===== src/switch_cfg_pkg.sv =====
package switch_cfg_pkg;

    // switch geometry.
    localparam int num_ports   = 8;
    localparam int prio_levels = 8;

    // derived widths.
    localparam int port_id_w = $clog2(num_ports);
    localparam int prio_w    = $clog2(prio_levels);

    // index of one input port.
    typedef logic [port_id_w-1:0] port_id_t;

    // one priority value, larger is more urgent.
    typedef logic [prio_w-1:0] prio_t;

    // one bit per input port.
    typedef logic [num_ports-1:0] port_vec_t;

    // all priorities packed, input 0 in the low bits.
    typedef logic [num_ports*prio_w-1:0] prio_vec_t;

endpackage


===== src/flow_pkg.sv =====
package flow_pkg;

    // slots in the downstream output buffer.
    localparam int max_credits = 4;

    // wide enough to hold max_credits itself.
    localparam int credit_w = $clog2(max_credits + 1);

    // count of free downstream slots.
    typedef logic [credit_w-1:0] credit_t;

endpackage


===== src/compare_unit.sv =====
`timescale 1ns/1ps

module compare_unit (
    input  logic                   a_valid,
    input  switch_cfg_pkg::prio_t    a_prio,
    input  switch_cfg_pkg::port_id_t a_port,
    input  logic                   b_valid,
    input  switch_cfg_pkg::prio_t    b_prio,
    input  switch_cfg_pkg::port_id_t b_port,
    output logic                   out_valid,
    output switch_cfg_pkg::prio_t    out_prio,
    output switch_cfg_pkg::port_id_t out_port
);

    import switch_cfg_pkg::*;

    // side a carries the lower indices, so it wins ties.
    logic a_wins;

    assign a_wins = (a_prio >= b_prio);

    always_comb begin
        case ({a_valid, b_valid})
            2'b10: begin
                out_valid = 1'b1;
                out_prio  = a_prio;
                out_port  = a_port;
            end
            2'b01: begin
                out_valid = 1'b1;
                out_prio  = b_prio;
                out_port  = b_port;
            end
            2'b11: begin
                out_valid = 1'b1;
                out_prio  = a_wins ? a_prio : b_prio;
                out_port  = a_wins ? a_port : b_port;
            end
            default: begin
                out_valid = 1'b0;
                out_prio  = prio_t'(0);
                out_port  = port_id_t'(0);
            end
        endcase
    end

endmodule


===== src/compare_tree.sv =====
`timescale 1ns/1ps

module compare_tree (
    input  switch_cfg_pkg::port_vec_t valid_in,
    input  switch_cfg_pkg::prio_vec_t prio_in,
    output logic                    best_valid,
    output switch_cfg_pkg::prio_t     best_prio,
    output switch_cfg_pkg::port_id_t  best_port
);

    import switch_cfg_pkg::*;

    logic [num_ports*port_id_w-1:0] port_in;

    // each leaf carries its own index up the tree.
    for (genvar i = 0; i < num_ports; i++) begin : g_port_id
        assign port_in[i*port_id_w +: port_id_w] = port_id_t'(i);
    end

    compare_tree_internal #(
        .port_count(num_ports)
    ) tree0 (
        .valid_in (valid_in),
        .port_in  (port_in),
        .prio_in  (prio_in),
        .out_valid(best_valid),
        .out_prio (best_prio),
        .out_port (best_port)
    );

endmodule

module compare_tree_internal #(
    parameter int port_count = 8
) (
    input  logic [port_count-1:0]                           valid_in,
    input  logic [port_count*switch_cfg_pkg::port_id_w-1:0] port_in,
    input  logic [port_count*switch_cfg_pkg::prio_w-1:0]    prio_in,
    output logic                                            out_valid,
    output switch_cfg_pkg::prio_t                             out_prio,
    output switch_cfg_pkg::port_id_t                          out_port
);

    import switch_cfg_pkg::*;

    localparam int half = port_count / 2;

    // lower half goes to side a.
    logic [half-1:0]           a_valid, b_valid;
    logic [half*port_id_w-1:0] a_port, b_port;
    logic [half*prio_w-1:0]    a_prio, b_prio;

    assign {b_valid, a_valid} = valid_in;
    assign {b_port, a_port}   = port_in;
    assign {b_prio, a_prio}   = prio_in;

    if (port_count == 2) begin : g_leaf
        compare_unit unit0 (
            .a_valid  (a_valid),
            .a_prio   (a_prio),
            .a_port   (a_port),
            .b_valid  (b_valid),
            .b_prio   (b_prio),
            .b_port   (b_port),
            .out_valid(out_valid),
            .out_prio (out_prio),
            .out_port (out_port)
        );
    end else begin : g_node
        logic     a_best_valid, b_best_valid;
        prio_t    a_best_prio, b_best_prio;
        port_id_t a_best_port, b_best_port;

        compare_tree_internal #(
            .port_count(half)
        ) sub_a (
            .valid_in (a_valid),
            .port_in  (a_port),
            .prio_in  (a_prio),
            .out_valid(a_best_valid),
            .out_prio (a_best_prio),
            .out_port (a_best_port)
        );

        compare_tree_internal #(
            .port_count(half)
        ) sub_b (
            .valid_in (b_valid),
            .port_in  (b_port),
            .prio_in  (b_prio),
            .out_valid(b_best_valid),
            .out_prio (b_best_prio),
            .out_port (b_best_port)
        );

        compare_unit unit_ab (
            .a_valid  (a_best_valid),
            .a_prio   (a_best_prio),
            .a_port   (a_best_port),
            .b_valid  (b_best_valid),
            .b_prio   (b_best_prio),
            .b_port   (b_best_port),
            .out_valid(out_valid),
            .out_prio (out_prio),
            .out_port (out_port)
        );
    end

endmodule


===== src/request_table.sv =====
`timescale 1ns/1ps

module request_table (
    input  logic                    clk,
    input  logic                    rst_n,
    input  switch_cfg_pkg::port_vec_t req_valid,
    input  switch_cfg_pkg::prio_vec_t req_prio,
    input  logic                    grant_fire,
    input  switch_cfg_pkg::port_id_t  grant_port,
    output switch_cfg_pkg::port_vec_t pending,
    output switch_cfg_pkg::prio_vec_t stored_prio
);

    import switch_cfg_pkg::*;

    port_vec_t pending_q;
    prio_vec_t prio_q;
    port_vec_t set_mask;
    port_vec_t clr_mask;

    // requests on busy entries are dropped.
    assign set_mask = req_valid & ~pending_q;

    assign clr_mask = grant_fire ? (port_vec_t'(1) << grant_port) : port_vec_t'(0);

    always_ff @(posedge clk) begin
        if (!rst_n) begin
            pending_q <= '0;
        end else begin
            pending_q <= (pending_q & ~clr_mask) | set_mask;
        end
    end

    // priority is captured only when the entry is taken.
    always_ff @(posedge clk) begin
        for (int i = 0; i < num_ports; i++) begin
            if (set_mask[i]) begin
                prio_q[i*prio_w +: prio_w] <= req_prio[i*prio_w +: prio_w];
            end
        end
    end

    assign pending     = pending_q;
    assign stored_prio = prio_q;

    // a grant always targets a live entry.
    a_grant_hits_pending: assert property (
        @(posedge clk) disable iff (!rst_n)
        grant_fire |-> ((pending_q & clr_mask) != '0)
    );

endmodule


===== src/credit_counter.sv =====
`timescale 1ns/1ps

module credit_counter (
    input  logic              clk,
    input  logic              rst_n,
    input  logic              consume,
    input  logic              credit_return,
    output logic              credit_avail,
    output flow_pkg::credit_t credits
);

    import flow_pkg::*;

    credit_t count_q;

    // simultaneous use and return cancel out.
    always_ff @(posedge clk) begin
        if (!rst_n) begin
            count_q <= credit_t'(max_credits);
        end else begin
            case ({consume, credit_return})
                2'b10: count_q <= count_q - credit_t'(1);
                2'b01: count_q <= count_q + credit_t'(1);
                default: count_q <= count_q;
            endcase
        end
    end

    assign credit_avail = (count_q != '0);
    assign credits      = count_q;

    // downstream never returns more than it was given.
    a_count_bound: assert property (
        @(posedge clk) disable iff (!rst_n)
        count_q <= credit_t'(max_credits)
    );

    // grant logic upstream must respect an empty buffer.
    a_no_grant_when_empty: assert property (
        @(posedge clk) disable iff (!rst_n)
        consume |-> (count_q != '0)
    );

endmodule


===== src/output_scheduler.sv =====
`timescale 1ns/1ps

module output_scheduler (
    input  logic                    clk,
    input  logic                    rst_n,
    input  switch_cfg_pkg::port_vec_t req_valid,
    input  switch_cfg_pkg::prio_vec_t req_prio,
    output switch_cfg_pkg::port_vec_t pending,
    input  logic                    credit_return,
    output logic                    grant_valid,
    output switch_cfg_pkg::port_id_t  grant_port,
    output switch_cfg_pkg::prio_t     grant_prio,
    output flow_pkg::credit_t         credits
);

    import switch_cfg_pkg::*;

    prio_vec_t stored_prio;
    logic      best_valid;
    prio_t     best_prio;
    port_id_t  best_port;
    logic      credit_avail;
    logic      grant_fire;

    request_table table0 (
        .clk        (clk),
        .rst_n      (rst_n),
        .req_valid  (req_valid),
        .req_prio   (req_prio),
        .grant_fire (grant_fire),
        .grant_port (best_port),
        .pending    (pending),
        .stored_prio(stored_prio)
    );

    compare_tree tree0 (
        .valid_in  (pending),
        .prio_in   (stored_prio),
        .best_valid(best_valid),
        .best_prio (best_prio),
        .best_port (best_port)
    );

    credit_counter credit0 (
        .clk          (clk),
        .rst_n        (rst_n),
        .consume      (grant_fire),
        .credit_return(credit_return),
        .credit_avail (credit_avail),
        .credits      (credits)
    );

    // one grant per cycle, only with a free slot downstream.
    assign grant_fire = best_valid & credit_avail;

    always_ff @(posedge clk) begin
        if (!rst_n) begin
            grant_valid <= 1'b0;
        end else begin
            grant_valid <= grant_fire;
        end
    end

    always_ff @(posedge clk) begin
        if (grant_fire) begin
            grant_port <= best_port;
            grant_prio <= best_prio;
        end
    end

    // the granted input was pending on the previous cycle.
    a_grant_port_valid: assert property (
        @(posedge clk) disable iff (!rst_n)
        grant_valid |-> ((($past(pending) >> grant_port) & port_vec_t'(1)) != '0)
    );

endmodule


===== config.mk =====
export PLATFORM = sky130hd
export DESIGN_NAME = output_scheduler
export DESIGN_NICKNAME = d
export VERILOG_FILES = /design/src/switch_cfg_pkg.sv /design/src/flow_pkg.sv /design/src/compare_unit.sv /design/src/compare_tree.sv /design/src/request_table.sv /design/src/credit_counter.sv /design/src/output_scheduler.sv
export SDC_FILE = /design/constraint.sdc
export NUM_CORES = 1
export LEC_CHECK = 0
export ABC_AREA = 1
export CORE_MARGIN = 1
export CORE_UTILIZATION = 41
export DETAILED_ROUTE_END_ITERATION = 6
export DONT_BUFFER_PORTS = 1
export PLACE_DENSITY = 0.54
export SETUP_SLACK_MARGIN = 0.4
export SYNTH_ARGS = -nofsm -noshare
export SYNTH_HDL_FRONTEND = slang
export SYNTH_SLANG_ARGS = --single-unit

===== constraint.sdc =====
create_clock -name clk -period 9.8 [get_ports clk]
set_clock_uncertainty 0.05 [all_clocks]
set_input_delay 1.96 -clock clk [delete_from_list [all_inputs] [get_ports clk]]
set_output_delay 1.96 -clock clk [all_outputs]
set_load 0.03 [all_outputs]

==> flow_summary.json, run 1 <==
{
  "sequentialPowerShare": 0.443,
  "fin_total_pwr_mw": 0.708,
  "hold_viol_final": 0,
  "rrSetupSlack_ns": 5.40,
  "initial_core_util": 0.434,
  "core-area_mm2": 0.00606,
  "core.rowCount": 28,
  "fmax_mhz": 227,
  "p_per_area_mw_per_mm2": 257,
  "via_count": 1974,
  "syn_inst": 325,
  "grt_pass1_vias": 1782,
  "drv_cap": 0,
  "drc": 0,
  "grt-busiest-layer": "met2",
  "synth-seq-area-share": 0.434,
  "switching_share": 0.463,
  "ys_ff_latch": 42,
  "syn_area_mm2": 0.00263,
  "drtIter0Drc": 71,
  "ir_drop_mv": 0.0934,
  "num_antenna_cells": 0,
  "drt_wl_total_mm": 5.15,
  "clk_latency_ns": 0.30,
  "grt_max_degree": 16,
  "gp_congestion": 0.843,
  "cts_buffer_depth": 2,
  "internal_power_mw": 0.380,
  "grt_util_met3": 0.0333,
  "critical-path-top-delay-family": "compound AO/OA/AOI/OAI gates",
  "die_y_um": 82.1,
  "ant_nets": 0,
  "die_area_mm2": 0.00673,
  "slowest_delay_ns": 0.41,
  "p_leak_nw": 1.29,
  "cp-end-kind": "flop",
  "syn_nets": 381,
  "crit_end": "table0.pending[5]",
  "worst_path_max_delay_cell": "edfxtp_1",
  "status": "complete, no violations",
  "post_drt_wl_per_cell_um": 12.9,
  "switching_power_mw": 0.328,
  "drive_above_1_share": 0.0802,
  "pwr-share-clk": 0.163,
  "worstRegToRegCells": 20,
  "finalNetCount": 379,
  "numCtsBuffers": 5,
  "crit_fanout": 6,
  "antenna_found_initial": 0,
  "fin_crit_sh": 0.449,
  "max-slew-margin-rel": 0.606,
  "rsz0062_at_grt": "false",
  "grt_usage": 0.161,
  "setup_viol": 0,
  "grt_util_met1": 0.190,
  "ys_types": 30,
  "viasPerCell": 4.95,
  "clock_sinks": 42,
  "io_buffers": 0,
  "fin_setup_tns_ns": 0,
  "worstPathArrival_ns": 4.55,
  "startpoint": "table0.stored_prio[2]",
  "fin_crit_ns": 4.40,
  "critPathKind": "reg -> reg",
  "avgSynthCellArea_um2": 8.08,
  "cts_setup_buffers": 0,
  "ys_warn_count": 0,
  "die_x_um": 82.1,
  "hp-class": "reg -> reg",
  "tightest_slew_ns": 0.589,
  "finalMaxSlewViolations": 0,
  "grt_pass1_wl_mm": 7.97,
  "grt_util_met2": 0.291,
  "io_pins": 53,
  "hold_buffers": 0,
  "cts_resized": 0,
  "path_buf_inv": 2,
  "crit_required_ns": 9.95,
  "crit_cells": 20,
  "r2r-end": "table0.pending[5]",
  "crit_top_cell": "a21oi_1",
  "cts_tree": "built",
  "clk_pin_slew_worst_paths_ns": 0.09,
  "worstSetupStartpointType": "flop",
  "cts_root_buf": "clkbuf_8",
  "pwr-share-comb": 0.394,
  "dp_hpwl_mm": 4.23,
  "cts_max_level": 2,
  "path_cells": "ha_1 > a21oi_1 > nand3_1 > o21ai_0 > o22ai_1 > ha_1 > a21oi_1 > o21ai_1 > a31oi_1 > inv_2 > nand2_1 > inv_1 > o21ai_0 > ha_1 > a21oi_1 > nand3_4 > a21oi_1 > nand3_1 > a21oi_1 > nor2_1",
  "drt-pass1-iter-count": 4,
  "syn2layout_area_growth_pct": 4.71,
  "grt.overflow.total": 0,
  "worstReg2RegStart": "table0.stored_prio[2]"
}
## area by class of cell
| class | count | area [um2] |
|---|---|---|
| tap | 75 | 93.8 |
| fill | 605 | 3310 |
| sequential | 42 | 1140 |
| clock buffer | 5 | 68.8 |
| inverter | 75 | 282 |
| multi-input combinational | 199 | 1140 |
| clock inverter | 3 | 25.0 |
## metrics by stage
stage / hold slack, ns / area, um2 / setup slack (ns) / instances / util
2_1_floorplan: 0.438 / 2630 / 5.97 / 325 / -
4_1_cts: 0.622 / 2750 / 5.45 / 399 / 0.454
6_report: 0.614 / 2750 / 5.40 / 399 / 0.454
5_1_grt: 0.667 / 2750 / 5.03 / 399 / 0.454
3_5_place_dp: 0.598 / 2660 / 5.48 / 391 / 0.438
3_3_place_gp: 0.593 / 2660 / 5.52 / 391 / 0.438
## cells in the final DEF (no fill, tap or decap), types with 5 or more instances in the layout
cell      instances
inv_1            70
nand2_1          51
edfxtp_1         30
nor2_1           29
nand3_1          24
a21oi_1          21
ha_1             20
o21ai_0          13
dfxtp_1          12
nand2_2           9
o22ai_1           8
clkbuf_8          5
## sequential cells by signal, indices dropped and copies added, names as in the netlist
register	cells
credit0.credits	3
grant_port	3
grant_prio	3
grant_valid	1
table0.pending	8
table0.stored_prio	24
## Yosys cell counts
cell	n	share of area
nand2_2	9	0.021
a21oi_1	21	0.040
clkinv_1	2	0.0029
a31oi_1	1	0.0024
o21ai_0	13	0.025
edfxtp_1	30	0.34
a211oi_1	2	0.0057
fa_1	1	0.0076
inv_1	70	0.10
o221ai_1	1	0.0033
ha_1	20	0.095
nand3_1	24	0.046
o22ai_1	8	0.019
a22oi_1	1	0.0029
nand2_1	51	0.073
o21ai_1	4	0.0076
inv_2	3	0.0043
nand2_4	2	0.0086
dfxtp_1	12	0.091
nor2_2	1	0.0024
nand3_4	1	0.0067
nor3_1	2	0.0038
nand4_1	3	0.0071
nand3b_1	1	0.0029
nor2_1	29	0.041
o31ai_1	1	0.0029
nand3_2	2	0.0076
buf_4	8	0.023
and2_1	1	0.0024
clkbuf_1	1	0.0014
## how the worst min path moves through the flow
stage | startpoint | endpoint | depth (start not counted)
4_1_cts | credit0.credits[2] | credit0.credits[2] | 1
3_5_place_dp | credit0.credits[2] | credit0.credits[2] | 1
6_report | credit0.credits[2] | credit0.credits[2] | 1
5_1_grt | credit0.credits[0] | credit0.credits[0] | 1
3_3_place_gp | credit0.credits[2] | credit0.credits[2] | 1
2_1_floorplan | table0.pending[2] | table0.pending[2] | 2
## power groups by stage
stage                     Combinational, mW  Sequential [mW]  Clock, mW
after floorplan                       0.244            0.296          0
after global placement                0.276            0.319          0
after detailed placement              0.277            0.319          0
after CTS                             0.279            0.315      0.119
after global routing                  0.322            0.319      0.125
final                                 0.279            0.314      0.115
## metal layers
| layer | routed length, um | share of wire |
|---|---|---|
| met1 | 2340 | 0.45 |
| met2 | 2570 | 0.50 |
| met3 | 189 | 0.037 |
| met4 | 49 | 0.0095 |
| met5 | 0 | 0 |
## logic make-up after synthesis
group / synth area share
adder cells (fa/ha/maj): 0.103
AND/OR/NAND/NOR: 0.223
flip-flops: 0.434
AO/OA/AOI/OAI: 0.109
buffers and inverters: 0.131
Note: power is estimated with default switching activity, not from simulation.
==> run 2: changes to the inputs <==
clock period = 4.6 ns   (was 9.8 ns; I/O delays follow)
==> run 2 against run 1 <==
Count of clock-buffer cells in the layout did not move. Global-route usage is 0.62 points higher. Sequential share of layout area decreased by 2.5 points. Via count rose by 3.7%.
==> flow_summary.json, run 2 (synthesized netlist as in run 1, its figures left out) <==
{
  "status": "complete, no violations",
  "core-area_mm2": 0.00606,
  "dp_hpwl_mm": 4.28,
  "cts_tree": "built",
  "path_cells": "ha_1 > a21oi_2 > nand3_2 > nand2_1 > nand2_2 > o22ai_2 > ha_4 > a21oi_2 > o21ai_1 > a31oi_1 > inv_2 > o21ai_1 > o21ai_4 > ha_4 > a21oi_4 > nand3_4 > nand2_4 > nand2_1 > nand2_2 > nand3_1 > a21oi_1 > nor2_1",
  "crit_fanout": 6,
  "ir_drop_mv": 0.250,
  "hold_viol_final": 0,
  "final_cell_mix": "69 x inv_1, 48 x nand2_1, 30 x edfxtp_1",
  "grt_usage": 0.167,
  "p_leak_nw": 1.36,
  "core.rowCount": 28,
  "grt.overflow.total": 0,
  "cts_max_level": 2,
  "grt_pass1_wl_mm": 8.27,
  "worstRegToRegCells": 22,
  "dp_slack_ns": 0.246,
  "drtIter0Drc": 82,
  "fin_crit_sh": 0.841,
  "critPathKind": "reg -> reg",
  "initial_core_util": 0.434,
  "worstSetupStartpointType": "flop",
  "fmax_mhz": 258,
  "antenna_found_initial": 0,
  "clk_latency_ns": 0.30,
  "io_buffers": 0,
  "worst_path_max_delay_cell": "edfxtp_1",
  "layout_commonest_cell": "inv_1",
  "p_per_area_mw_per_mm2": 556,
  "drt_wl_total_mm": 5.44,
  "cts_root_buf": "clkbuf_8",
  "drc": 0,
  "cp-end-kind": "flop",
  "io_pins": 53,
  "drv_cap": 0,
  "r2r-end": "table0.pending[5]",
  "crit_cells": 22,
  "rrSetupSlack_ns": 0.73,
  "grt_pass1_vias": 1809,
  "fin_area_mm2": 0.00293,
  "clock_sinks": 42,
  "drt-pass1-iter-count": 4,
  "numCtsBuffers": 5,
  "ant_nets": 0,
  "crit_required_ns": 4.74,
  "cts_buffer_depth": 2,
  "slowest_delay_ns": 0.39,
  "critical-path-top-delay-family": "compound AO/OA/AOI/OAI gates",
  "post_drt_wl_per_cell_um": 13.3,
  "viasPerCell": 5.02,
  "crit_end": "table0.pending[5]",
  "fin_crit_ns": 3.87,
  "finalNetCount": 388,
  "tightest_slew_ns": 0.551,
  "hp-class": "reg -> reg",
  "drive_above_1_share": 0.165,
  "max-slew-margin-rel": 0.632,
  "fin_setup_tns_ns": 0,
  "fin_ws_ns": 0.730,
  "via_count": 2048,
  "setup_viol": 0,
  "die_x_um": 82.1,
  "startpoint": "table0.stored_prio[2]",
  "finalMaxSlewViolations": 0,
  "hold_buffers": 0,
  "gp_congestion": 0.946,
  "largest_reg_flops": 24,
  "worstPathArrival_ns": 4.01,
  "place_area_mm2": 0.00269,
  "rsz0062_at_grt": "false",
  "clk_pin_slew_worst_paths_ns": 0.09,
  "worstReg2RegStart": "table0.stored_prio[2]",
  "final_util": 0.483,
  "grt_max_degree": 16,
  "syn2layout_area_growth_pct": 11.4,
  "num_antenna_cells": 0,
  "die_area_mm2": 0.00673,
  "die_y_um": 82.1,
  "path_buf_inv": 1
}
-- run 2: changes by cell type in the layout (fill, tap and decap cells not counted), sizes merged --
cell	delta
buf	+9
-- run 2: layout make-up --
cell class | count | area (um2)
timing repair buffer | 9 | 67.6
fill | 606 | 3130
tap | 75 | 93.8
sequential | 42 | 1140
inverter | 75 | 282
clock inverter | 3 | 25.0
multi-input combinational | 199 | 1250
clock buffer | 5 | 68.8
-- run 2: repair_timing --
item / 4_1_cts / 5_1_grt
endpoints found under the hold margin: 0 / 0
pin swaps: 0 / 8
endpoints found under the setup margin: 9 / 13
buffers inserted: 0 / 5
gates resized for setup: 3 / 25
-- run 2: worst min-delay path by stage --
stage | start | end | slack [ns] | cells after the start
finish | table0.pending[1] | table0.pending[1] | 0.51 | 2
global route | table0.pending[1] | table0.pending[1] | 0.52 | 2
CTS | table0.pending[1] | table0.pending[1] | 0.50 | 2
detailed placement | table0.pending[1] | table0.pending[1] | 0.49 | 2
global placement | table0.pending[1] | table0.pending[1] | 0.48 | 2
floorplan | table0.pending[2] | table0.pending[2] | 0.44 | 2
-- run 2: per-stage QoR --
stage	power, mW	std cells	hold WS, ns
after global routing	1.76	408	0.525
after detailed placement	1.28	395	0.490
after global placement	1.28	395	0.479
after floorplan	1.15	325	0.438
after CTS	1.54	403	0.501
final	1.63	408	0.509
-- run 2: worst min-delay path: cells and delay by family, from the launching register on --
kind	cells	cell delay, ns
DFF	1	0.37
AOI/OAI and AO/OA	1	0.05
and+or+nand+nor	1	0.09
-- run 2: power by group --
| group | switching, mW | internal [mW] |
|---|---|---|
| Combinational | 0.464 | 0.262 |
| Clock | 0.139 | 0.110 |
| Sequential | 0.151 | 0.503 |
| Total | 0.754 | 0.874 |
-- run 2: per-layer routing --
layer  vias up  share of wire  global-route usage  wire, um
li1       1070              -                   -         -
met1       931           0.43               0.193      2330
met2        42           0.52               0.297      2840
met3         5          0.038              0.0389       209
met4         0          0.011              0.0632        61
met5         -              0                   0         0
